File: config.mk
export PLATFORM = sky130hd
export DESIGN_NAME = eth_stats_adder
export DESIGN_NICKNAME = d
export VERILOG_FILES = /design/src/rtl/eth_stats_pkg.sv /design/src/rtl/eth_stats_adder.sv
export SDC_FILE = /design/constraint.sdc
export NUM_CORES = 1
export LEC_CHECK = 0
export ABC_AREA = 1
export BUFFER_PORTS_ARGS = -buffer_cell sky130_fd_sc_hd__buf_2
export CAP_MARGIN = 5
export CORE_MARGIN = 2
export CORE_UTILIZATION = 50
export DETAILED_ROUTE_END_ITERATION = 8
export PLACE_DENSITY = 0.71
export SLEW_MARGIN = 15
export SYNTH_ARGS = -nofsm -noshare
export SYNTH_HDL_FRONTEND = slang
export SYNTH_SLANG_ARGS = --single-unit
File: constraint.sdc
create_clock -name clk -period 2.4 [get_ports clk]
set_input_delay 0.48 -clock clk [delete_from_list [all_inputs] [get_ports clk]]
set_output_delay 0.48 -clock clk [all_outputs]
set_load 0.05 [all_outputs]
File: src/rtl/eth_stats_pkg.sv
`default_nettype none

package eth_stats_pkg;

	// ========================================
	// widths and vector fields
	// ========================================
	localparam int count_w = 64;        // every total and the timestamp.
	localparam int frame_len_w = 14;    // frame length field.
	localparam int tx_vec_w = 32;
	localparam int rx_vec_w = 28;
	localparam int len_lsb = 5;         // length field position, both vectors.
	localparam int good_bit = 0;        // good-frame flag, both vectors.
	localparam int snap_w = 7 * count_w; // time, then six totals.

	localparam int axi_addr_w = 12;
	localparam int axi_data_w = 32;

	// ========================================
	// register map, byte addresses
	// ========================================
	typedef enum logic [axi_addr_w-1:0] {
		reg_cfg        = 12'h000, // bit 0 enable, bit 1 clear.
		reg_occup      = 12'h004,
		reg_pop        = 12'h008, // write nonzero to pop.
		reg_rsvd       = 12'h00C,
		reg_time_l     = 12'h010,
		reg_time_h     = 12'h014,
		reg_tx_bytes_l = 12'h018,
		reg_tx_bytes_h = 12'h01C,
		reg_tx_good_l  = 12'h020,
		reg_tx_good_h  = 12'h024,
		reg_tx_bad_l   = 12'h028,
		reg_tx_bad_h   = 12'h02C,
		reg_rx_bytes_l = 12'h030,
		reg_rx_bytes_h = 12'h034,
		reg_rx_good_l  = 12'h038,
		reg_rx_good_h  = 12'h03C,
		reg_rx_bad_l   = 12'h040,
		reg_rx_bad_h   = 12'h044
	} reg_addr_e;

	typedef enum logic [1:0] {
		axi_okay   = 2'b00,
		axi_slverr = 2'b10
	} axi_resp_e;

	// slave states.
	typedef enum logic [1:0] {
		bus_idle,
		bus_wresp,
		bus_rdata
	} bus_state_e;

endpackage

`default_nettype wire
File: src/rtl/eth_stats_adder.sv
`default_nettype none

// byte, good and bad frame totals from one status stream.
module eth_stats_adder import eth_stats_pkg::*;
(
	input logic clk,
	input logic reset,
	input logic clear,
	input logic enable,

	input logic valid,
	input logic [frame_len_w-1:0] frame_length,
	input logic frame_good,

	output logic [count_w-1:0] total_bytes,
	output logic [count_w-1:0] total_good,
	output logic [count_w-1:0] total_bad,
	output logic updated
);

	logic take; // report accepted this cycle.

	assign take = valid & enable;

	always_ff @(posedge clk) begin
		if (reset || clear) begin
			total_bytes <= '0;
			total_good <= '0;
			total_bad <= '0;
			updated <= 1'b0;
		end else begin
			updated <= take; // one cycle, with the new totals.
			if (take) begin
				total_bytes <= total_bytes + count_w'(frame_length);
				// exactly one of the frame counters moves.
				if (frame_good) begin
					total_good <= total_good + 1'b1;
				end else begin
					total_bad <= total_bad + 1'b1;
				end
			end
		end
	end

endmodule

`default_nettype wire

; Word level (Yosys, flattened, before mapping)
; Index checks and enable logic that the tools add are counted.
[totals]
ram_bits = 0
ff_bits = 193
latchBits = 0
wordCells = 12
in_bits = 20
rom_bits = 0
memories = 0
output_inout_bits = 193
[op_classes]
addsub = 3
mux = 0
bitwise = 2
shifts = 0
n_reduce_logical = 3
n_eq_ne = 0
mul = 0
n_div = 0
n_lt_le_gt_ge = 0
[op_table]
columns = cell, n
row1 = $add A64 B1 Y64 const B, 2
row2 = $add A64 B14 Y64, 1
row3 = $reduce_and A2 Y1, 2
row4 = $and A1 B1 Y1, 1
row5 = $logic_or A1 B1 Y1, 1
row6 = $not A1 Y1, 1

; Logic depth before layout (Yosys ltp)
[logic_depth]
depth_word = 2
ltp_mapped = 15
mapped_depth_nobuf = 14

; Least setup slack after synthesis
; Ideal clock, no wire load.
[synth_path]
path_type = reg-to-reg
from = register total_bytes[0]
to = register total_bytes[52]
setup_slack_ps = 216
synth_period_minus_slack_ps = 2184
setup_time_ps = 117
arrival_time_ps = 2067
stages_incl_launch_ff = 14
t_required_ps = 2283
path_buffers = 1
cell_sequence = dfxtp_1 > ha_1 > fa_1 > nand2_1 > nand2_1 > nand3_1 > nand2_1 > nand2_1 > nand2_1 > nand2_1 > nand2_1 > buf_2 > a21oi_1 > nor2_1
[synth_via]
elab_chain_len = 1
[synth_lines]
columns = item, line_no
row1 = "start, declared", eth_stats_adder.sv:15  ; output logic [count_w-1:0] total_bytes,
row2 = "start signal, assigned", eth_stats_adder.sv:34  ; total_bytes <= total_bytes + count_w'(frame_length);
row3 = $add A64 B14 Y64, eth_stats_adder.sv:34
; Every way passes these cells.
; A chain may end at the register's enable or synchronous reset.

; Worst setup path in the final report
[layout_path]
from = register total_bytes[6]
to = register total_bytes[25]
; The elaborated chain is that of the path after synthesis.

==> summary.md <==
| Metric | Value |
|---|---|
| Most common cell after layout, fill and taps aside | `nand2_1` |
| CTS max path bufs | `2` |
| Sequential-to-total area share from yosys stat | `0.3182` |
| Die X | `159.8 um` |
| First-pass DRT Iterations | `6` |
| Ports | `213` |
| Fill cells | `2487` |
| Routed wire per std cell | `15.29 um` |
| Num CTS Buffers | `17` |
| P per Cell Area | `450.8 nW/um^2` |
| Worst EP required | `2780 ps` |
| Total track usage | `0.3023` |
| CP peak stage delay | `about 360 ps` |
| Cell family with most CP delay | `simple AND/OR/NAND/NOR gates` |
| Post-synthesis cell type count | `41` |
| Final Util | `0.5990` |
| Final Hold Viols | `0` |
| Fin Setup TNS | `0 ps` |
| Fin crit share | `0.8872` |
| # hold bufs at CTS | `0` |
| CP Capture Type | `flip-flop` |
| Synth Register Bits | `between 150 and 200` |
| Syn Area/Cell | `6.127 um^2` |
| Predominant post-synthesis flop cell | `dfxtp_1` |
| Crit Reg-Reg Endpoint | `total_bytes[25]` |
| Initial antenna violation count | `1` |
| Worst reg-to-reg path cell count | `11` |
| Placer Congestion | `0.9358` |
| Critical Path Start | `total_bytes[6]` |
| Gr ovfl total | `0` |
| Post-synthesis cell count | `1982` |
| Vias | `13527` |
| Syn Nets | `slightly above 2000` |
| Ys async rst share | `0` |
| Largest net degree at the start of global routing | `106` |
| Hold Path Class | `input pin to flip-flop` |
| Via density | `5.284` |
| Fin cells | `2560` |
| RSZ-0062 raised after global routing | `false` |
| P&R area growth vs syn | `18.90%` |
| Headroom to the max-slew limit | `0.2459` |
| CORE AREA | `approximately 24000 um^2` |
| Total power draw | `6509 uW` |
| R2r startpoint | `total_bytes[6]` |
| Area of the multi-input gates | `approximately 7000 um^2` |
| Worst hold path startpoint | `frame_length[0]` |
| Placed wire-length estimate | `30440 um` |
| Final max-slew violation count | `0` |
| R2R Setup Slk | `270 ps` |
| Crit path top cell by count | `nand2_1` |
| Worst-margin pin slew | `1131 ps` |
| CTS H-tree lvls | `4` |
| Cts repair resizes | `0` |
| Post-synth EDFFs | `0` |
| Cells along the critical path | `ha_1 > nand2_1 > nor2_1 > nand3_1 > nand2_1 > nand2_1 > nand2_1 > nand3_1 > nand2_1 > nand2_1 > nor2_1` |
| CTS tree | `done` |
| Critical path class | `flip-flop to flip-flop` |
| Cell Area, Synth | `12140 um^2` |
| Fin crit period | `2129 ps` |
| Placed cell areas | `13840 um^2` |
| Starting DRC count in detailed routing | `1052` |
| Commonest non-fill, non-tap cells in the layout | `502 x nand2_1, 330 x nor2_1, 292 x inv_1` |
| Placed Instances | `2528` |
| Final setup viols | `0` |
| CP arrival | `2510 ps` |
| Die ar. | `25550 um^2` |
| # clock sinks | `193` |
| Timing-limited maximum frequency | `0.4697 GHz` |
| Crit-path max FO | `11` |
| Fraction of layout cells with a size suffix above 1 | `0.1538` |
| Final Skew | `18.99 ps` |
| I/O Buffers | `212` |
| Leakage | `roughly 0.0063 uW` |
| Worst-Skew Late Latency | `around 450 ps` |
| Root Buffer | `clkbuf_16` |
| Die Span Y | `between 150 and 200 um` |
| Initial Util | `0.5038` |
| Crit-path slowest cell | `ha_1` |
| Hold endpoint | `total_bytes[0]` |
| Post-CTS setup buffers | `0` |
| Design Area, Final | `approximately 14000 um^2` |
| Routed WL | `39130 um` |
| Reg clk slew, reported paths | `80 ps` |
| Synth warn | `0` |
| Reg area | `between 3000 and 4000 um^2` |
| Vias in the first global route | `12507` |
| Global-route wire length before repair | `63140 um` |
| Routed Antenna Nets | `0` |
| # DRC | `0` |
| Worst Hold Path Cells | `4` |
| Peak VDD IR | `0.0005369 V` |
| Antenna diodes | `0` |
| Max-Cap Viols | `0` |
| Num rows | `57` |
| Net count, final | `2260` |
| Worst setup SP type | `flip-flop` |
| CP bufs+invs | `0` |
| Status | `finished clean` |
worst reg2reg max path: cells and delay by family (launching register included):
kind          cells  cell delay, ps
fa+ha+maj         1             360
simple gates     10            1370
flops             1             340
Yosys cell counts, drive strengths merged, types with 16 or more instances:
library cell    n  area share
a21oi          88       0.036
clkbuf         20      0.0062
nand4          84       0.043
nor2          354        0.12
dfxtp         193        0.32
nand3         151       0.064
nand2         509        0.16
xor2           35       0.025
ha             16       0.016
o21ai          65       0.027
inv           297       0.092
nor3           79       0.037
registers in the layout, summed over array words and instances, names as in the netlist:
| signal | cells |
|---|---|
| total_bad | 64 |
| updated | 1 |
| total_bytes | 64 |
| total_good | 64 |
worst max path at each step:
stage	to	slack, ps	cells past startpoint
after global placement	total_bytes[28]	80	15
after CTS	total_bytes[25]	270	11
after floorplan	total_bytes[52]	220	13
after detailed placement	total_bytes[25]	40	12
after global routing	total_bytes[25]	10	11
final	total_bytes[25]	270	11
layer usage:
| layer | wire [um] | GRT usage | part of all wire |
|---|---|---|---|
| met5 | 13 | 0 | 0.00033 |
| met4 | 1180 | 0.1097 | 0.030 |
| met3 | 2750 | 0.04727 | 0.070 |
| met2 | 17470 | 0.4833 | 0.45 |
| met1 | 17720 | 0.4145 | 0.45 |
cell families (layout without fill, tap and decap cells):
group / after synthesis / after routing / synth area share
simple gates: 1221 / 1221 / 0.4512
compound gates: 170 / 170 / 0.07336
buf+inv: 332 / 586 / 0.1039
xor+xnor: 49 / 49 / 0.03534
flops: 193 / 193 / 0.3182
fa+ha+maj: 17 / 17 / 0.01813
per-stage QoR:
step / worst slack (ps) / hold slack (ps)
2_1_floorplan: 215.8 / 675.0
3_3_place_gp: 83.11 / 474.3
3_5_place_dp: 37.72 / 479.4
4_1_cts: 267.5 / 422.6
5_1_grt: 9.852 / 444.7
6_report: 270.8 / 417.5
report_power, final:
group	switching [uW]	internal, uW	total, uW	leakage (uW)
logic	252	105	358	0.00441
registers	8.10	3210	3220	0.00156
clock network	1500	1430	2930	0.000291
final cells by class:
type                            instances  share of cell area
Multi-Input combinational cell       1457              0.4867
Sequential cell                       193              0.2676
Timing Repair Buffer                  256             0.09896
Inverter                              298             0.07756
Clock buffer                           18             0.03042
Tap cell                              324             0.02808
Clock inverter                         14             0.01075
(Power assumes the default switching activity.)
