--- src/rtl/eth_stats_pkg.sv ---
`default_nettype none

package eth_stats_pkg;

	// ========================================
	// widths and vector fields
	// ========================================
	localparam int count_w = 64;        // every total and the timestamp.
	localparam int frame_len_w = 14;    // frame length field.
	localparam int tx_vec_w = 32;
	localparam int rx_vec_w = 28;
	localparam int len_lsb = 5;         // length field position, both vectors.
	localparam int good_bit = 0;        // good-frame flag, both vectors.
	localparam int snap_w = 7 * count_w; // time, then six totals.

	localparam int axi_addr_w = 12;
	localparam int axi_data_w = 32;

	// ========================================
	// register map, byte addresses
	// ========================================
	typedef enum logic [axi_addr_w-1:0] {
		reg_cfg        = 12'h000, // bit 0 enable, bit 1 clear.
		reg_occup      = 12'h004,
		reg_pop        = 12'h008, // write nonzero to pop.
		reg_rsvd       = 12'h00C,
		reg_time_l     = 12'h010,
		reg_time_h     = 12'h014,
		reg_tx_bytes_l = 12'h018,
		reg_tx_bytes_h = 12'h01C,
		reg_tx_good_l  = 12'h020,
		reg_tx_good_h  = 12'h024,
		reg_tx_bad_l   = 12'h028,
		reg_tx_bad_h   = 12'h02C,
		reg_rx_bytes_l = 12'h030,
		reg_rx_bytes_h = 12'h034,
		reg_rx_good_l  = 12'h038,
		reg_rx_good_h  = 12'h03C,
		reg_rx_bad_l   = 12'h040,
		reg_rx_bad_h   = 12'h044
	} reg_addr_e;

	typedef enum logic [1:0] {
		axi_okay   = 2'b00,
		axi_slverr = 2'b10
	} axi_resp_e;

	// slave states.
	typedef enum logic [1:0] {
		bus_idle,
		bus_wresp,
		bus_rdata
	} bus_state_e;

endpackage

`default_nettype wire
--- src/rtl/rx_stats_domain.sv ---
`default_nettype none

// receive counting on clk_rx.
module rx_stats_domain import eth_stats_pkg::*; #(
	parameter int sync_stages = 2
) (
	input logic clk_rx,
	input logic count_en,     // clk domain.
	input logic count_clear,  // clk domain. carries reset too.
	input logic [rx_vec_w-1:0] rx_stats_vector,
	input logic rx_stats_valid,
	output logic [count_w-1:0] rx_bytes,
	output logic [count_w-1:0] rx_good,
	output logic [count_w-1:0] rx_bad
);

	logic [sync_stages-1:0] en_sync;
	logic [sync_stages-1:0] clr_sync;

	// plain flop chains into clk_rx.
	always_ff @(posedge clk_rx) begin
		en_sync <= {en_sync[sync_stages-2:0], count_en};
		clr_sync <= {clr_sync[sync_stages-2:0], count_clear};
	end

	eth_stats_adder u_rx_adder (
		.clk(clk_rx),
		.reset(clr_sync[sync_stages-1]),
		.clear(clr_sync[sync_stages-1]),
		.enable(en_sync[sync_stages-1]),
		.valid(rx_stats_valid),
		.frame_length(rx_stats_vector[len_lsb +: frame_len_w]),
		.frame_good(rx_stats_vector[good_bit]),
		.total_bytes(rx_bytes),
		.total_good(rx_good),
		.total_bad(rx_bad),
		.updated() // bus_cdc finds the change itself.
	);

endmodule

`default_nettype wire

--- src/rtl/eth_stats_adder.sv ---
`default_nettype none

// byte, good and bad frame totals from one status stream.
module eth_stats_adder import eth_stats_pkg::*;
(
	input logic clk,
	input logic reset,
	input logic clear,
	input logic enable,

	input logic valid,
	input logic [frame_len_w-1:0] frame_length,
	input logic frame_good,

	output logic [count_w-1:0] total_bytes,
	output logic [count_w-1:0] total_good,
	output logic [count_w-1:0] total_bad,
	output logic updated
);

	logic take; // report accepted this cycle.

	assign take = valid & enable;

	always_ff @(posedge clk) begin
		if (reset || clear) begin
			total_bytes <= '0;
			total_good <= '0;
			total_bad <= '0;
			updated <= 1'b0;
		end else begin
			updated <= take; // one cycle, with the new totals.
			if (take) begin
				total_bytes <= total_bytes + count_w'(frame_length);
				// exactly one of the frame counters moves.
				if (frame_good) begin
					total_good <= total_good + 1'b1;
				end else begin
					total_bad <= total_bad + 1'b1;
				end
			end
		end
	end

endmodule

`default_nettype wire

--- config.mk ---
export PLATFORM = sky130hd
export DESIGN_NAME = rx_stats_domain
export DESIGN_NICKNAME = d
export VERILOG_FILES = /design/src/rtl/eth_stats_pkg.sv /design/src/rtl/rx_stats_domain.sv /design/src/rtl/eth_stats_adder.sv
export SDC_FILE = /design/constraint.sdc
export NUM_CORES = 1
export LEC_CHECK = 0
export BUFFER_PORTS_ARGS = -buffer_cell sky130_fd_sc_hd__buf_2
export CAP_MARGIN = 10
export CORE_MARGIN = 8
export CORE_UTILIZATION = 54
export DETAILED_ROUTE_END_ITERATION = 10
export PLACE_DENSITY = 0.8
export SKIP_LAST_GASP = 1
export SYNTH_ARGS = -nofsm -noshare
export SYNTH_HDL_FRONTEND = slang
export SYNTH_SLANG_ARGS = --single-unit
--- constraint.sdc ---
create_clock -name clk_rx -period 3.3 [get_ports clk_rx]
set_input_delay 0.495 -clock clk_rx [delete_from_list [all_inputs] [get_ports clk_rx]]
set_output_delay 0.495 -clock clk_rx [all_outputs]
set_load 0.1 [all_outputs]
* After elaboration in Yosys (flattened, before gate mapping) *
Index checks and enable logic that the tools add are counted.

cells by class
  $add $sub $neg = 3
  bitwise logic cells = 2
  reduce and logical (&&, ||, !) cells = 2

operators with widths
  cell                                           number
  adder 64 x 1 -> 64 bit, second input constant  2
  adder 64 x 14 -> 64 bit                        1
  AND reduction 2 bit                            2
  bitwise AND 1 bit                              1
  NOT 1 bit                                      1

storage, ports and cells
  register bits after elaboration = 196
  bits of input ports = 32

* Logic depth before layout (Yosys ltp) *
  depth after elaboration = 2
  depth in mapped cells = 10

* Hierarchy *
Synthesis repeated with hierarchy kept, for this count alone.

second synthesis, totals
  cell total of the unflattened synthesis = 1182
  area total of the unflattened synthesis = 9764.4 sq um

by module, submodules not included
  module           instances  cells each  area an instance (sq um)  sequential area each (sq um)
  eth_stats_adder  1          1178        9684.3                    3863.7
  rx_stats_domain  1          4           80.1                      80.1

* Worst setup path before layout *
Ideal clock, no wire load.

  kind = reg-to-reg
  start = register u_rx_adder.total_bytes[0]
  end = register u_rx_adder.total_bytes[50]
  setup time = 0.128 ns
  data arrival time = 3.170 ns
  slack = 0.003 ns
  cell stages (with the launch flop) = 11
  buffers on the path = 2
  clock period less this slack = 3.297 ns
  cells stage by stage = dfxtp_1 -> ha_1 -> fa_1 -> a21o_1 -> a221oi_1 -> or4_1 -> clkbuf_1 -> clkbuf_1 -> a2111oi_0 -> xnor2_1 -> nor2_1

on the way
  word-level cells in the longest chain between the ends = 1

ends and longest elaborated chain
  what                     line                   RTL
  start, declared          eth_stats_adder.sv:15  output logic [count_w-1:0] total_bytes,
  start signal, assigned   eth_stats_adder.sv:34  total_bytes <= total_bytes + count_w'(frame_length);
  adder 64 x 14 -> 64 bit  eth_stats_adder.sv:34

No other way between the ends.
A chain may end at the register's enable or synchronous reset.

* Worst setup path after layout *
  start = register u_rx_adder.total_bytes[0]
  end = register u_rx_adder.total_bytes[52]

Same word-level chain as after synthesis.

==> out/qor.json <==
{
  "placement": {
    "hpwlAfterDp_mm": 18.5,
    "io_buffer_count": 210,
    "gp_congestion": 0.849,
    "count_of_placed_standard_cells_including_taps": 1590,
    "pre_cts_slack_ps": 365
  },
  "logic_synthesis": {
    "post_synth_instance_area_sq_mm": 0.00967,
    "synth_cells": 1186,
    "synth_seq_area_share_pct": 40.6,
    "synthesized_area_divided_by_synthesized_cell_count_sq_um": 8.16,
    "ffs_w_async_s_r_synth_pct": 0,
    "ys.flop_type": "sky130_fd_sc_hd__dfxtp_1",
    "yosysUniqueCellTypes": 51,
    "number_of_flops_mapped_to_enable_cells_by_yosys": 0,
    "synthesis.yosys.warnings": 0,
    "yosys_register_bits": 196,
    "mappedNetlistNets": 1235
  },
  "sta": {
    "fin_ws_ps": 597,
    "setup_repair_after_global_routing_missed_its_margin": "no",
    "max_freq_mhz": 370,
    "timing.max_slew.rel_slack_pct": 54.5,
    "hold_viol_final": 0,
    "tns_ps": 0,
    "setup_viol": 0,
    "fraction_of_the_cycle_the_final_worst_path_needs_pct": 81.9,
    "maxSlewViolCount": 0,
    "final_period_minus_worst_setup_slack_ps": 2700,
    "tightestPinTransition_ps": 666,
    "finalHoldWorstSlack_ps": 166,
    "final.setup_skew_ps": 13.2
  },
  "finish": {
    "area_occupied_by_multi_input_gates_sq_mm": 0.00543,
    "design.final.nets": 1429,
    "seqCellArea_sq_mm": 0.00393,
    "flow.area_growth_from_synthesis_pct": 19.9,
    "final_cell_mix": "sky130_fd_sc_hd__buf_2, sky130_fd_sc_hd__dfxtp_1, sky130_fd_sc_hd__nor2_1",
    "final-instance-count-excl-fill": 1622,
    "mostFrequentLayoutCell": "sky130_fd_sc_hd__buf_2",
    "finish.utilization_pct": 65.2,
    "diodes": 0,
    "fill_cells": 1517,
    "final_layout_size_suffix_gt1_share_pct": 20.1
  },
  "drt": {
    "routed_wire_length_per_instance_microns": 15.8,
    "route.met2.wl_mm": 11.6,
    "drc_errors": 0,
    "finalWirelength_mm": 25.6,
    "antenna_violating_nets_post_route": 0,
    "max_used_layer": "met4",
    "via_per_inst": 5.73,
    "vias": 9299,
    "drt_iter0_drc": 561,
    "wl_met1_mm": 11.4,
    "met3RoutedLength_mm": 2.18,
    "first_pass_iters": 5
  },
  "global_route": {
    "grt_pass1_wl_mm": 41.8,
    "grt_max_degree": 127,
    "antenna_found_initial": 0,
    "globalRouteTotalUtil_pct": 22.3,
    "globalRouteOverflowTotal": 0,
    "grt_pass1_vias": 8616
  },
  "pwr": {
    "static-leakage-power_nw": 4.47,
    "peak_vdd_ir_uv": 344,
    "power.density_mw_per_mm2": 419
  },
  "clock_network": {
    "path_clk_slew_ps": 80,
    "tritoncts": "done",
    "clk_path_buf_depth": 2,
    "root_buffer_master": "sky130_fd_sc_hd__clkbuf_16",
    "cts_resized": 0,
    "cts_buffers": 17,
    "postCtsSetupRepairBufs": 0,
    "clock_sinks": 196,
    "clock_latency_ps": 430,
    "ctsHoldBuffers": 0,
    "h-tree-depth": 4
  },
  "die": {
    "io-pin-count": 224,
    "core_area_sq_mm": 0.0178,
    "die-area_sq_mm": 0.0225,
    "vertical_extent_of_the_die_microns": 150,
    "starting_density_of_the_core_pct": 54.4,
    "die_width_microns": 150,
    "core.rowCount": 49
  },
  "setup_path": {
    "worst-r2r-setup-slack_ps": 600,
    "worst-r2r-cell-count": 9,
    "critical_path_class": "reg -> reg",
    "worst_ep_arrival_time_ps": 3000,
    "r2r_end": "u_rx_adder.total_bytes[52]",
    "cp_data_required_time_ps": 3600,
    "critPathMaxStageDelay_ps": 560,
    "crit_path_start_kind": "flop",
    "timing.critical_path.cells": "ha_1, fa_1, a21o_1, a221oi_1, or4_1, buf_12, a2111oi_0, xnor2_1, nor2_1",
    "crit_path_max_fanout": 24,
    "end_kind": "flop",
    "worst_path_max_delay_cell": "sky130_fd_sc_hd__a2111oi_0",
    "worst_r2r_startpoint": "u_rx_adder.total_bytes[0]"
  },
  "worst_hold_path": {
    "worst_hold_path_type": "in -> reg",
    "worst_hold_path_endpoint": "clr_sync[0]",
    "hold-path-cell-count": 1,
    "min-delay-start": "count_clear"
  },
  "outcome": {
    "run_status": "complete, no violations"
  },
  "flow_run": {
    "timing.max_cap.violations": 0
  }
}
-- critical path: cells and delay by family (launching register included) --
family,cells,cell delay (ps)
buffers and inverters,1,190
adders and majority gates,2,420
and+or+nand+nor,2,590
DFF,1,360
AOI/OAI and AO/OA,3,810
xor gates and xnor gates,1,190
-- power by group --
| part | switching [mW] | leakage (nW) | internal (mW) |
|---|---|---|---|
| Combinational | 0.256 | 2.59 | 0.0921 |
| Clock | 1.01 | 0.295 | 1.09 |
| Sequential | 0.0195 | 1.58 | 2.38 |
| Total | 1.29 | 4.47 | 3.57 |
-- flip-flops by register name, indices dropped and copies added, names as in the netlist --
register / flops
u_rx_adder.total_bad: 64
u_rx_adder.total_bytes: 64
u_rx_adder.total_good: 64
clr_sync: 2
en_sync: 2
-- cell usage after synthesis, types with 3 or more instances --
library cell                  n  area, sq um
sky130_fd_sc_hd__xnor2_1     98          858
sky130_fd_sc_hd__nand2_1    103          387
sky130_fd_sc_hd__a211oi_1    12         90.1
sky130_fd_sc_hd__buf_1        6         22.5
sky130_fd_sc_hd__nor3b_1      4         30.0
sky130_fd_sc_hd__xor2_1      54          473
sky130_fd_sc_hd__nor4_1      41          257
sky130_fd_sc_hd__and3_1      16          100
sky130_fd_sc_hd__or2_2        5         31.3
sky130_fd_sc_hd__and4_1      16          140
sky130_fd_sc_hd__a21oi_1     51          255
sky130_fd_sc_hd__a2111oi_0   19          166
sky130_fd_sc_hd__a31oi_1      3         18.8
sky130_fd_sc_hd__o211ai_1     3         22.5
sky130_fd_sc_hd__nor3_1      28          140
sky130_fd_sc_hd__nand3_1     72          360
sky130_fd_sc_hd__inv_1       29          109
sky130_fd_sc_hd__or3_1       20          125
sky130_fd_sc_hd__a21o_1       8         60.1
sky130_fd_sc_hd__or4_1       10         75.1
sky130_fd_sc_hd__ha_1        16          200
sky130_fd_sc_hd__nor2_1     189          709
sky130_fd_sc_hd__nand4_1     60          375
sky130_fd_sc_hd__o31ai_1      8         60.1
sky130_fd_sc_hd__dfxtp_1    196         3920
sky130_fd_sc_hd__o21ai_0     29          145
sky130_fd_sc_hd__and2_1       9         56.3
sky130_fd_sc_hd__clkbuf_1    48          180
sky130_fd_sc_hd__nor2b_1      5         31.3
-- routing by layer --
metal  vias up  GRT usage, %
met5         -             0
met1      4348          29.5
met3        33          5.50
li1       4587             -
met4         0          7.15
met2       331          35.1
-- cell families after synthesis --
logic type	synth area share [%]
compound gates	9.23
mux	0.440
flops	40.6
xor+xnor	13.8
buf+inv	3.39
fa+ha+maj	2.28
simple gates	30.3
-- per-stage QoR --
stage	total power [mW]	instance area, sq um
5_1_grt	5.04	11600
4_1_cts	4.90	11600
3_5_place_dp	2.80	11000
3_3_place_gp	2.80	11000
6_report	4.85	11600
2_1_floorplan	2.72	9670
-- cell type report --
type,instances,area share [%]
Clock buffer,17,3.67
Clock inverter,15,1.59
Inverter,29,0.939
Multi-Input combinational cell,905,46.8
Sequential cell,196,33.9
Tap cell,229,2.47
Timing Repair Buffer,231,10.6
-- how the worst max path moves through the flow --
stage	to	slack, ps	depth (start not counted)	startpoint
floorplan	u_rx_adder.total_bytes[50]	3	10	u_rx_adder.total_bytes[0]
global placement	u_rx_adder.total_bytes[52]	400	9	rx_stats_vector[13]
detailed placement	u_rx_adder.total_bytes[63]	360	8	rx_stats_vector[8]
CTS	u_rx_adder.total_bytes[52]	620	9	u_rx_adder.total_bytes[0]
global route	u_rx_adder.total_bytes[48]	430	9	u_rx_adder.total_bytes[0]
finish	u_rx_adder.total_bytes[52]	600	9	u_rx_adder.total_bytes[0]
Note: power is estimated with default switching activity, not from simulation.
