===== src/rtl/eth_stats_pkg.sv =====
`default_nettype none

package eth_stats_pkg;

	// ========================================
	// widths and vector fields
	// ========================================
	localparam int count_w = 64;        // every total and the timestamp.
	localparam int frame_len_w = 14;    // frame length field.
	localparam int tx_vec_w = 32;
	localparam int rx_vec_w = 28;
	localparam int len_lsb = 5;         // length field position, both vectors.
	localparam int good_bit = 0;        // good-frame flag, both vectors.
	localparam int snap_w = 7 * count_w; // time, then six totals.

	localparam int axi_addr_w = 12;
	localparam int axi_data_w = 32;

	// ========================================
	// register map, byte addresses
	// ========================================
	typedef enum logic [axi_addr_w-1:0] {
		reg_cfg        = 12'h000, // bit 0 enable, bit 1 clear.
		reg_occup      = 12'h004,
		reg_pop        = 12'h008, // write nonzero to pop.
		reg_rsvd       = 12'h00C,
		reg_time_l     = 12'h010,
		reg_time_h     = 12'h014,
		reg_tx_bytes_l = 12'h018,
		reg_tx_bytes_h = 12'h01C,
		reg_tx_good_l  = 12'h020,
		reg_tx_good_h  = 12'h024,
		reg_tx_bad_l   = 12'h028,
		reg_tx_bad_h   = 12'h02C,
		reg_rx_bytes_l = 12'h030,
		reg_rx_bytes_h = 12'h034,
		reg_rx_good_l  = 12'h038,
		reg_rx_good_h  = 12'h03C,
		reg_rx_bad_l   = 12'h040,
		reg_rx_bad_h   = 12'h044
	} reg_addr_e;

	typedef enum logic [1:0] {
		axi_okay   = 2'b00,
		axi_slverr = 2'b10
	} axi_resp_e;

	// slave states.
	typedef enum logic [1:0] {
		bus_idle,
		bus_wresp,
		bus_rdata
	} bus_state_e;

endpackage

`default_nettype wire

===== src/rtl/eth_stats_regs.sv =====
`default_nettype none

// axi4-lite slave, config, gating, fifo control, read mux.
module eth_stats_regs import eth_stats_pkg::*; #(
	parameter bit use_time = 1'b1,
	parameter bit use_fifo = 1'b1
) (
	input logic clk,
	input logic reset,

	input logic [axi_addr_w-1:0] awaddr,
	input logic [2:0] awprot,
	input logic awvalid,
	output logic awready,
	input logic [axi_data_w-1:0] wdata,
	input logic [3:0] wstrb,
	input logic wvalid,
	output logic wready,
	output logic [1:0] bresp,
	output logic bvalid,
	input logic bready,
	input logic [axi_addr_w-1:0] araddr,
	input logic [2:0] arprot,
	input logic arvalid,
	output logic arready,
	output logic [axi_data_w-1:0] rdata,
	output logic [1:0] rresp,
	output logic rvalid,
	input logic rready,

	input logic [count_w-1:0] current_time,
	input logic time_running,

	input logic [count_w-1:0] tx_bytes,
	input logic [count_w-1:0] tx_good,
	input logic [count_w-1:0] tx_bad,
	input logic [count_w-1:0] rx_bytes,
	input logic [count_w-1:0] rx_good,
	input logic [count_w-1:0] rx_bad,
	input logic tx_update,
	input logic rx_update,

	input logic [snap_w-1:0] head_data,
	input logic empty,
	input logic [15:0] occupancy,

	output logic count_en,
	output logic count_clear,
	output logic push,
	output logic [snap_w-1:0] push_data,
	output logic pop
);

	bus_state_e state;
	logic cfg_en;
	logic cfg_clear;
	logic [axi_addr_w-1:0] aw_word; // word aligned.
	logic [axi_addr_w-1:0] ar_addr_q;
	logic [count_w-1:0] last_time;  // time of last change.
	logic [snap_w-1:0] snap;        // popped entry.
	logic [snap_w-1:0] view;
	logic [count_w-1:0] v_time, v_txb, v_txg, v_txd, v_rxb, v_rxg, v_rxd;
	logic [axi_data_w-1:0] rd_word;

	assign aw_word = {awaddr[axi_addr_w-1:2], 2'b00};
	assign bresp = axi_okay;  // prot and strobes are not decoded.
	assign rresp = axi_okay;

	// ========================================
	// bus FSM and config register
	// ========================================
	always_ff @(posedge clk) begin
		if (reset) begin
			state <= bus_idle;
			awready <= 1'b0;
			wready <= 1'b0;
			arready <= 1'b0;
			bvalid <= 1'b0;
			rvalid <= 1'b0;
			rdata <= '0;
			ar_addr_q <= '0;
			cfg_en <= 1'b0;
			cfg_clear <= 1'b0;
			pop <= 1'b0;
		end else begin
			awready <= 1'b0;
			wready <= 1'b0;
			arready <= 1'b0;
			pop <= 1'b0;
			case (state)
				bus_idle: begin
					if (awvalid && wvalid) begin // write wins a tie.
						awready <= 1'b1;
						wready <= 1'b1;
						state <= bus_wresp;
						if (aw_word == reg_cfg) begin
							cfg_en <= wdata[0];
							cfg_clear <= wdata[1];
						end
						if (aw_word == reg_pop && wdata != '0 && !empty) begin
							pop <= 1'b1;
						end
					end else if (arvalid) begin
						arready <= 1'b1;
						ar_addr_q <= {araddr[axi_addr_w-1:2], 2'b00};
						state <= bus_rdata;
					end
				end
				bus_wresp: begin
					if (!bvalid) begin
						bvalid <= 1'b1; // cycle after the ready pulse.
					end else if (bready) begin
						bvalid <= 1'b0;
						state <= bus_idle;
					end
				end
				bus_rdata: begin
					if (!rvalid) begin
						rvalid <= 1'b1;
						rdata <= rd_word; // held until rready.
					end else if (rready) begin
						rvalid <= 1'b0;
						state <= bus_idle;
					end
				end
				default: state <= bus_idle;
			endcase
		end
	end

	// ========================================
	// gating, timestamp, snapshots
	// ========================================
	always_ff @(posedge clk) begin
		if (reset) begin
			count_en <= 1'b0;
			count_clear <= 1'b1; // reset clears the totals too.
			last_time <= '0;
			push <= 1'b0;
			snap <= '0;
		end else begin
			count_en <= cfg_en & (time_running | ~use_time);
			count_clear <= cfg_clear;
			push <= use_fifo & (tx_update | rx_update);
			if (tx_update || rx_update) begin
				last_time <= use_time ? current_time : '0;
			end
			if (pop) begin
				snap <= head_data; // fifo advances on this edge.
			end
		end
	end

	// time is stamped already by the push cycle.
	assign push_data = {last_time, tx_bytes, tx_good, tx_bad, rx_bytes, rx_good, rx_bad};

	// live totals, or the popped entry in fifo mode.
	assign view = use_fifo ? snap : push_data;
	assign {v_time, v_txb, v_txg, v_txd, v_rxb, v_rxg, v_rxd} = view;

	always_comb begin
		rd_word = '0;
		case (reg_addr_e'(ar_addr_q))
			reg_cfg:        rd_word = {30'd0, cfg_clear, cfg_en};
			reg_occup:      rd_word = 32'(occupancy);
			reg_time_l:     rd_word = v_time[31:0];
			reg_time_h:     rd_word = v_time[63:32];
			reg_tx_bytes_l: rd_word = v_txb[31:0];
			reg_tx_bytes_h: rd_word = v_txb[63:32];
			reg_tx_good_l:  rd_word = v_txg[31:0];
			reg_tx_good_h:  rd_word = v_txg[63:32];
			reg_tx_bad_l:   rd_word = v_txd[31:0];
			reg_tx_bad_h:   rd_word = v_txd[63:32];
			reg_rx_bytes_l: rd_word = v_rxb[31:0];
			reg_rx_bytes_h: rd_word = v_rxb[63:32];
			reg_rx_good_l:  rd_word = v_rxg[31:0];
			reg_rx_good_h:  rd_word = v_rxg[63:32];
			reg_rx_bad_l:   rd_word = v_rxd[31:0];
			reg_rx_bad_h:   rd_word = v_rxd[63:32];
			default:        rd_word = '0; // pop, rsvd, unmapped.
		endcase
	end

endmodule

`default_nettype wire


===== config.mk =====
export PLATFORM = sky130hd
export DESIGN_NAME = eth_stats_regs
export DESIGN_NICKNAME = d
export VERILOG_FILES = /design/src/rtl/eth_stats_pkg.sv /design/src/rtl/eth_stats_regs.sv
export SDC_FILE = /design/constraint.sdc
export NUM_CORES = 1
export LEC_CHECK = 0
export ABC_CLOCK_PERIOD_IN_PS = 5800
export BUFFER_PORTS_ARGS = -buffer_cell sky130_fd_sc_hd__buf_2
export CELL_PAD_IN_SITES_DETAIL_PLACEMENT = 0
export CELL_PAD_IN_SITES_GLOBAL_PLACEMENT = 1
export CORE_AREA = 2 2 585 587
export CTS_CLUSTER_SIZE = 40
export DETAILED_ROUTE_END_ITERATION = 8
export DIE_AREA = 0 0 587 589
export PLACE_DENSITY = 0.38
export SYNTH_ARGS = -nofsm -noshare
export SYNTH_HDL_FRONTEND = slang
export SYNTH_SLANG_ARGS = --single-unit

===== constraint.sdc =====
create_clock -name clk -period 5.8 [get_ports clk]
set_clock_uncertainty 0.1 [all_clocks]
set_input_delay 1.16 -clock clk [delete_from_list [all_inputs] [get_ports clk]]
set_output_delay 1.16 -clock clk [all_outputs]
set_load 0.005 [all_outputs]

# Word level (Yosys, flattened, before mapping)
# Index checks and enable logic that the tools add are counted.
# totals
reg_bits,566
wordCells,74
inputBits,989
# op_classes
bitwise,5
reduce_logical,16
eq_ne,23
mux,15
# op_table
cell,count
$pmux W32 S16,1
$eq A10 B4 Y1 const B,8
$eq A10 B3 Y1 const B,4
$reduce_bool A32 Y1,1
$logic_not A12 Y1,2
$eq A10 B5 Y1 const B,2
$mux W2,6
$eq A10 B1 Y1 const B,1
$eq A10 B2 Y1 const B,1
$ne A2 B2 Y1 const B,4
$mux W1,7
$pmux W2 S3,1
$reduce_and A3 Y1,2
$reduce_or A3 Y1,2
$reduce_and A5 Y1,1
$logic_and A1 B1 Y1,3
$ne A3 B3 Y1 const B,1
$not A1 Y1,3
$eq A2 B1 Y1 const B,1
$eq A2 B2 Y1 const B,1
$logic_not A2 Y1,1
$reduce_and A2 Y1,1
$reduce_or A2 Y1,1
$and A1 B1 Y1,1
other kinds (3),3

# Depth between registers and ports, before layout
# Gate-level depths: netlist of run 1.
# logic_depth
depth_word,4
depth_mapped,9

# Worst setup path before layout of run 1
# Ideal clock, no wire load.
# synth_timing
path_kind,in2out
from,input port rx_bad[0]
to,output port push_data[0]
required_time_ns,4.540
path_slack_ns,3.269
arrival_ns,1.271
path_stages,1
n_path_buf,1
path_cell_list,buf_4
# synth_lines
item,line_no,source
"start, declared",eth_stats_regs.sv:39,"input logic [count_w-1:0] rx_bad,"
"end, declared",eth_stats_regs.sv:50,"output logic [snap_w-1:0] push_data,"
# No word-level cell between the ends.

# Worst setup path in the final report of run 1
# layout_timing
from,register ar_addr_q[2]
to,register rdata[29]
# layout_between
elab_chain_cells,2
elab_cells_between_ends,17
# layout_lines
item,line_no,source
"start, declared",eth_stats_regs.sv:58,logic [axi_addr_w-1:0] ar_addr_q;
"start signal, assigned",eth_stats_regs.sv:105,"ar_addr_q <= {araddr[axi_addr_w-1:2], 2'b00};"
"$eq A10 B5 Y1, or another cell as far along",eth_stats_regs.sv:163,case (reg_addr_e'(ar_addr_q))
$pmux W32 S16 (*),eth_stats_regs.sv:163,
"end signal, assigned",eth_stats_regs.sv:120,rdata <= rd_word;
"end, declared",eth_stats_regs.sv:26,"output logic [axi_data_w-1:0] rdata,"
# Mark *: on every way between the ends. The rest lies on a longest branch, timed or not.
# A chain may end at the register's enable or synchronous reset.

==> flow_metrics.py, run 1 <==
metrics = {
    "timing": {
        "rsz0062_at_grt": "false",
        "setup_viol": 0,
        "final.period_utilization": 0.634,
        "tns_ns": 0,
        "timing_worst_slew_pin_value_ns": 1.18,
        "min_period_ns": 3.68,
        "fin_ws_ns": 2.12,
        "hold_violations": 0,
        "worst_slew_margin_rel": 0.193,
        "slew_viol_final": 0,
        "clock.fmax_mhz": 272,
    },
    "global_route": {
        "global_route_wire_length_before_repair_um": 264000,
        "grtUsageTotal": 0.121,
        "antenna_violations_before_repair": 194,
        "first_global_vias": 21057,
        "pin_count_of_the_biggest_net_entering_global_routing": 116,
        "globalRouteOverflowTotal": 0,
    },
    "power": {
        "power_density_nw_per_um2": 280,
        "power.static_leakage_nw": 11.6,
        "seq_power_share": 0.402,
        "power.ir.vdd_worst_uv": 168,
        "power.share.combinational": 0.074,
        "switching_share": 0.264,
        "switchingPower_mw": 2.60,
        "proportion_of_power_drawn_by_the_clock_network": 0.524,
        "internal_power_mw": 7.27,
    },
    "worst_setup_path": {
        "worstSetupEndpointType": "register",
        "critical_path.max_fanout": 40,
        "crit_arrival_ns": 4.23,
        "r2r_setup_slack_ns": 2.12,
        "critical_path_class": "register to register",
        "critPathRequiredTime_ns": 6.35,
        "reg2reg_depth": 7,
        "r2r-start": "ar_addr_q[2]$_SDFFE_PP0P_",
        "rr_endpoint": "rdata[29]$_SDFFE_PP0P_",
        "critPathLaunchType": "register",
    },
    "hold_path": {
        "cell_depth_of_the_worst_min_delay_path": 2,
        "hold_path.startpoint": "last_time[10]$_SDFFE_PP0P_",
        "worstHoldEndpoint": "last_time[10]$_SDFFE_PP0P_",
        "holdCritPathClass": "register to register",
    },
    "placed_design": {
        "dp_worst_slack_ns": 1.85,
        "port-buffer-count": 695,
        "hpwl_reported_at_the_end_of_detailed_placement_um": 186000,
        "gp_congestion": 0.983,
    },
    "yosys": {
        "synth.ff_latch_count": 566,
        "syn_inst": 2741,
        "syn_area_per_cell_um2": 9.58,
        "ys_types": 59,
        "synth-async-reset-ratio": 0,
        "synth_enable_flop_cells": 0,
        "synth_sequential_area_ratio": 0.432,
        "synthesis.area_um2": 26300,
        "synthFlopType": "sky130_fd_sc_hd__dfxtp_1",
        "yosys_warnings": 0,
    },
    "clocking": {
        "clock_pin_slew_on_the_worst_setup_and_hold_paths_ns": 0.06,
        "ctsHtreeMaxLevel": 3,
        "cts-resized-gates": 0,
        "cts_buffer_depth": 4,
        "cts_root_buffer": "sky130_fd_sc_hd__clkbuf_16",
        "clock_latency_on_the_worst_skew_pair_ns": 0.80,
        "cts_buffers": 86,
        "clkSinkCount": 566,
        "postCtsSetupRepairBufs": 0,
        "cts_tree": "yes",
        "ctsHoldBuffers": 0,
    },
    "detailed_routing": {
        "route.detailed.drc": 0,
        "first_pass_iters": 5,
        "wl_per_cell_um": 28.2,
        "post_drt_via_cell_ratio": 2.78,
        "routed_wirelength_um": 216000,
        "first_iter_violations": 963,
        "overall_via_count_from_detail_route": 21313,
        "postRouteAntennaNets": 0,
    },
    "final_layout": {
        "nets": 3993,
        "area_added_between_synthesis_and_finish_pct": 34.1,
        "layout.cells.most_common": "sky130_fd_sc_hd__buf_2",
        "final_core_utilization": 0.104,
        "ff_latch_area_um2": 11300,
        "layout-drive-gt1-share": 0.314,
        "multi_input_area_um2": 11400,
        "layout_common_cells": "sky130_fd_sc_hd__buf_2 (694), sky130_fd_sc_hd__dfxtp_1 (563), sky130_fd_sc_hd__mux2i_1 (531)",
        "final.fill_count": 39324,
    },
    "floorplanning": {
        "io_count": 1482,
        "floorplan.die.height_um": 589,
        "die_area_um2": 346000,
        "row_count": 214,
        "dieWidth_um": 587,
        "start_util": 0.0774,
        "core_area_um2": 339000,
    },
    "run": {
        "cap_violations": 0,
    },
    "status": {
        "status": "completed",
    },
}
metrics by stage:
stage / hold WS [ns] / power, mW / area [µm²] / cells
floorplan: 0.340 / 4.51 / 26300 / 2744
global placement: 0.338 / 4.81 / 32400 / 7452
detailed placement: 0.341 / 4.81 / 32400 / 7452
CTS: 0.349 / 10.2 / 35000 / 7596
global route: 0.364 / 10.3 / 35100 / 7631
finish: 0.348 / 9.87 / 35200 / 7660
per-layer routing:
metal,wire [µm],global-route usage,vias up
met5,846,0,-
met4,12100,0.0558,136
met3,29700,0.0773,490
met2,117000,0.235,1367
met1,56500,0.0890,9714
li1,-,-,9606
worst max path at each step:
stage | startpoint | end | slack [ns] | cells after the start
finish | ar_addr_q[2]$_SDFFE_PP0P_ | rdata[29]$_SDFFE_PP0P_ | 2.12 | 7
global route | ar_addr_q[2]$_SDFFE_PP0P_ | rdata[29]$_SDFFE_PP0P_ | 1.79 | 7
CTS | ar_addr_q[2]$_SDFFE_PP0P_ | rdata[29]$_SDFFE_PP0P_ | 1.87 | 7
detailed placement | ar_addr_q[2]$_SDFFE_PP0P_ | rdata[29]$_SDFFE_PP0P_ | 1.85 | 7
global placement | ar_addr_q[2]$_SDFFE_PP0P_ | rdata[29]$_SDFFE_PP0P_ | 1.83 | 7
floorplan | rx_bad[0] | push_data[0] | 3.27 | 1
area by class of cell:
type                    instances  share of cell area
diodes                         64             0.00455
well taps                    4536               0.161
flip-flops and latches        566               0.322
inverters                       1            0.000107
repair buffers                740               0.112
clock inverters                25             0.00654
clock buffers                 119              0.0698
multi-input cells            1609               0.323
cell usage after synthesis (3+ instances only):
library cell                count  share of area
sky130_fd_sc_hd__a22oi_2        5         0.0024
sky130_fd_sc_hd__o21ai_1        7         0.0013
sky130_fd_sc_hd__a22oi_1       20         0.0057
sky130_fd_sc_hd__mux4_2        51          0.044
sky130_fd_sc_hd__a221o_1        4         0.0015
sky130_fd_sc_hd__nand3_1       15         0.0029
sky130_fd_sc_hd__a222oi_1       5         0.0019
sky130_fd_sc_hd__o21ai_0       30         0.0057
sky130_fd_sc_hd__nor2_1       500          0.071
sky130_fd_sc_hd__nand4_1        3        0.00072
sky130_fd_sc_hd__buf_4        394           0.11
sky130_fd_sc_hd__or2_2          4        0.00095
sky130_fd_sc_hd__a221oi_1       9         0.0030
sky130_fd_sc_hd__dfxtp_1      566           0.43
sky130_fd_sc_hd__a22o_1        11         0.0037
sky130_fd_sc_hd__o211a_1        4         0.0015
sky130_fd_sc_hd__a211oi_1      12         0.0034
sky130_fd_sc_hd__a2111oi_0      5         0.0017
sky130_fd_sc_hd__and3_1         3        0.00072
sky130_fd_sc_hd__buf_2         21         0.0040
sky130_fd_sc_hd__nor3_1        15         0.0029
sky130_fd_sc_hd__a31oi_1        5         0.0012
sky130_fd_sc_hd__nor4_1        10         0.0024
sky130_fd_sc_hd__o22ai_1       17         0.0041
sky130_fd_sc_hd__nand2_1      203          0.029
sky130_fd_sc_hd__mux2_2         4         0.0017
sky130_fd_sc_hd__o221ai_1       8         0.0027
sky130_fd_sc_hd__clkbuf_1     136          0.019
sky130_fd_sc_hd__mux2i_1      536           0.20
sky130_fd_sc_hd__buf_1         14         0.0020
sky130_fd_sc_hd__a21oi_1       86          0.016
sky130_fd_sc_hd__nor2b_1        3        0.00072
sky130_fd_sc_hd__or3_1          3        0.00072
worst max-delay path, stage by stage, from the launching register on:
cell and delay (ns):
sky130_fd_sc_hd__dfxtp_4 0.77, sky130_fd_sc_hd__buf_12 0.40, sky130_fd_sc_hd__buf_4 0.45, sky130_fd_sc_hd__mux4_2 0.58, sky130_fd_sc_hd__a22oi_1 0.58, sky130_fd_sc_hd__o221ai_1 0.26, sky130_fd_sc_hd__a41oi_1 0.21, sky130_fd_sc_hd__o21ai_1 0.07
sequential cells by signal (all words and copies together), names as in the netlist, 2 cells and up:
name       cells
snap         448
last_time     64
rdata         32
ar_addr_q     10
state          2
power by group through the flow:
stage	sequential [mW]	clock (mW)	combinational, mW
floorplan	4.03	0	0.478
global placement	4.05	0	0.759
detailed placement	4.06	0	0.759
CTS	3.97	5.44	0.760
global route	3.97	5.54	0.785
finish	3.97	5.17	0.726
cells by family (layout without fill, tap and decap cells):
logic type,after synthesis,count (layout),synth area share
multiplexers,591,591,0.250
other,1,68,0.000143
buffers and inverters,569,885,0.139
adder cells (fa/ha/maj),1,1,0.000381
flip-flops,566,566,0.432
AO/OA/AOI/OAI,240,240,0.0600
AND/OR/NAND/NOR,773,773,0.119
Note: power is estimated with default switching activity, not from simulation.
==> run 2: changes to the inputs <==
==> config.mk (replaced) <==
export PLATFORM = sky130hd
export DESIGN_NAME = eth_stats_regs
export DESIGN_NICKNAME = d
export VERILOG_FILES = /design/src/rtl/eth_stats_pkg.sv /design/src/rtl/eth_stats_regs.sv
export SDC_FILE = /design/constraint.sdc
export NUM_CORES = 1
export LEC_CHECK = 0
export ABC_AREA = 1
export ABC_CLOCK_PERIOD_IN_PS = 3600
export BUFFER_PORTS_ARGS = -buffer_cell sky130_fd_sc_hd__buf_2
export CELL_PAD_IN_SITES_DETAIL_PLACEMENT = 0
export CELL_PAD_IN_SITES_GLOBAL_PLACEMENT = 1
export CORE_AREA = 2 2 578 580
export CTS_CLUSTER_SIZE = 40
export DETAILED_ROUTE_END_ITERATION = 8
export DIE_AREA = 0 0 580 582
export PLACE_DENSITY = 0.4
export SYNTH_ARGS = -nofsm -noshare
export SYNTH_HDL_FRONTEND = slang
export SYNTH_SLANG_ARGS = --single-unit
==> constraint.sdc (replaced) <==
create_clock -name clk -period 3.6 [get_ports clk]
set_clock_uncertainty 0.1 [all_clocks]
set_input_delay 0.72 -clock clk [delete_from_list [all_inputs] [get_ports clk]]
set_output_delay 0.72 -clock clk [all_outputs]
set_load 0.005 [all_outputs]
==> flow_metrics.py, run 2 <==
metrics = {
    "status": {
        "status": "completed",
    },
    "hold_path": {
        "holdCritPathClass": "input pin to register",
        "cell_depth_of_the_worst_min_delay_path": 3,
    },
    "final_layout": {
        "layout.cells.most_common": "sky130_fd_sc_hd__nor2_1",
        "biggest_registers_after_layout": "snap: 448 flops, last_time: 64 flops, rdata: 32 flops",
        "flip_flop_count_of_the_largest_register_all_copies_and_words_added": 448,
        "layout-drive-gt1-share": 0.211,
        "nets": 5441,
        "regMostFlops": "snap",
        "layout_common_cells": "sky130_fd_sc_hd__nor2_1 (1084), sky130_fd_sc_hd__buf_2 (694), sky130_fd_sc_hd__dfxtp_1 (565)",
        "final.fill_count": 38655,
        "area_added_between_synthesis_and_finish_pct": 44.5,
    },
    "timing": {
        "clock.fmax_mhz": 330,
        "worst_slew_margin_rel": 0.158,
        "holdWs_ns": 0.0927,
        "tns_ns": 0,
        "min_period_ns": 3.03,
        "setup_viol": 0,
        "slew_viol_final": 0,
        "final.period_utilization": 0.842,
        "fin_ws_ns": 0.570,
        "timing_worst_slew_pin_value_ns": 1.25,
        "hold_violations": 0,
        "rsz0062_at_grt": "false",
    },
    "clocking": {
        "clkSinkCount": 566,
        "cts_buffer_depth": 4,
        "cts-resized-gates": 0,
        "cts_tree": "yes",
        "clock_pin_slew_on_the_worst_setup_and_hold_paths_ns": 0.06,
        "clock_latency_on_the_worst_skew_pair_ns": 0.82,
        "ctsHtreeMaxLevel": 3,
        "cts_buffers": 90,
        "postCtsSetupRepairBufs": 0,
        "cts_root_buffer": "sky130_fd_sc_hd__clkbuf_16",
    },
    "yosys": {
        "synthFlopType": "sky130_fd_sc_hd__dfxtp_1",
        "synth_enable_flop_cells": 0,
        "ys_types": 21,
        "synth_top_cells_by_count": "sky130_fd_sc_hd__nor2_1 (1086), sky130_fd_sc_hd__dfxtp_1 (566), sky130_fd_sc_hd__o21ai_0 (537)",
        "synth.ff_latch_count": 566,
        "syn_inst": 3933,
        "yosysMostFrequentCell": "sky130_fd_sc_hd__nor2_1",
        "yosys_warnings": 0,
        "post-synth-top-area-cell": "sky130_fd_sc_hd__dfxtp_1",
        "synth_top_cells_by_area": "sky130_fd_sc_hd__dfxtp_1 (42%), sky130_fd_sc_hd__nor2_1 (15%), sky130_fd_sc_hd__buf_4 (11%)",
        "synthesis.area_um2": 27000,
        "synth_sequential_area_ratio": 0.420,
        "synth-async-reset-ratio": 0,
        "yosysTopAreaCellShare": 0.420,
        "syn_area_per_cell_um2": 6.86,
    },
    "run": {
        "cap_violations": 0,
    },
    "worst_setup_path": {
        "worstSetupEndpointType": "register",
        "critical_path_class": "register to register",
        "r2r_setup_slack_ns": 0.57,
        "reg2reg_depth": 10,
        "critPathLaunchType": "register",
        "crit_arrival_ns": 3.55,
        "critical_path.max_fanout": 58,
        "critPathRequiredTime_ns": 4.12,
    },
    "global_route": {
        "global_route_wire_length_before_repair_um": 279000,
        "antenna_violations_before_repair": 126,
        "globalRouteOverflowTotal": 0,
        "first_global_vias": 28099,
        "pin_count_of_the_biggest_net_entering_global_routing": 166,
        "grtUsageTotal": 0.125,
    },
    "power": {
        "p_total_mw": 17.2,
        "power_density_nw_per_um2": 441,
        "power.ir.vdd_worst_uv": 289,
        "power.static_leakage_nw": 16.7,
    },
    "floorplanning": {
        "core_area_um2": 332000,
        "io_count": 1482,
        "floorplan.die.height_um": 582,
        "row_count": 212,
        "dieWidth_um": 580,
        "start_util": 0.0813,
        "die_area_um2": 338000,
    },
    "detailed_routing": {
        "route.detailed.drc": 0,
        "routed_wirelength_um": 219000,
        "postRouteAntennaNets": 0,
        "post_drt_via_cell_ratio": 3.14,
        "overall_via_count_from_detail_route": 28059,
        "wl_per_cell_um": 24.5,
        "first_pass_iters": 6,
        "first_iter_violations": 1469,
    },
    "placed_design": {
        "port-buffer-count": 695,
        "hpwl_reported_at_the_end_of_detailed_placement_um": 178000,
        "dp_worst_slack_ns": 0.622,
        "gp_congestion": 0.822,
    },
}
-- run 2: cell count changes after synthesis, sizes merged, moves of 30 or more --
cell	delta
nand3	+368
nand2	+199
o21ai	+520
mux4	-51
nor2	+599
buf	+30
inv	+147
clkbuf	+55
mux2i	-536
-- run 2: worst max-delay path, stage by stage (launching register included) --
cell	delay, ns
sky130_fd_sc_hd__dfxtp_1	0.35
sky130_fd_sc_hd__nor2_1	0.06
sky130_fd_sc_hd__nand2_2	0.29
sky130_fd_sc_hd__nor2_4	0.14
sky130_fd_sc_hd__buf_12	0.22
sky130_fd_sc_hd__nand3_1	0.11
sky130_fd_sc_hd__nand2_1	0.07
sky130_fd_sc_hd__nor2_1	0.89
sky130_fd_sc_hd__nand2_1	0.27
sky130_fd_sc_hd__o21ai_1	0.21
sky130_fd_sc_hd__a21oi_1	0.08
-- run 2: stage by stage --
step | area, µm² | util | cells
6_report | 39000 | 0.117 | 8930
5_1_grt | 38900 | 0.117 | 8910
4_1_cts | 38900 | 0.117 | 8907
3_5_place_dp | 33000 | 0.0995 | 8453
3_3_place_gp | 33000 | 0.0995 | 8453
2_1_floorplan | 27000 | - | 3936
-- run 2: metal layers --
layer / wire [µm] / global-route usage / vias up
met2: 101000 / 0.206 / 1403
li1: - / - / 13308
met4: 10900 / 0.0553 / 58
met5: 898 / 0.0123 / -
met1: 82300 / 0.133 / 12834
met3: 24100 / 0.0605 / 456
-- run 2: cell families after synthesis --
| logic type | count (synthesis) | synth area share |
|---|---|---|
| AO/OA/AOI/OAI | 647 | 0.120 |
| AND/OR/NAND/NOR | 1918 | 0.291 |
| other | 1 | 0.000139 |
| flip-flops | 566 | 0.420 |
| buffers and inverters | 801 | 0.169 |
-- run 2: final cells by class --
cell class	instances	area [µm²]	share of cell area
sequential	566	11300	0.291
timing repair buffer	1077	7430	0.191
multi-input combinational	2569	11100	0.286
antenna	23	57.6	0.00148
tap	4387	5490	0.141
clock buffer	128	2590	0.0664
inverter	148	571	0.0146
clock inverter	32	367	0.00941
-- run 2: power by group --
| part | switching [mW] | internal (mW) |
|---|---|---|
| clock network | 3.68 | 5.42 |
| logic | 1.06 | 0.649 |
| registers | 0.0504 | 6.34 |
| total | 4.80 | 12.4 |
-- run 2: worst paths after layout --
kind	to	from
worst max-delay path	rdata[22]$_SDFFE_PP0P_	ar_addr_q[7]$_SDFFE_PP0P_
worst min register to register	snap[126]$_SDFFE_PP0P_	snap[126]$_SDFFE_PP0P_
worst min-delay path	snap[344]$_SDFFE_PP0P_	head_data[344]
worst max register to register	rdata[22]$_SDFFE_PP0P_	ar_addr_q[7]$_SDFFE_PP0P_
-- run 2: what timing repair did --
action / 4_1_cts / 5_1_grt
hold buffers: 294 / 0
setup endpoints to repair: 0 / 0
hold endpoints to repair: 294 / 0
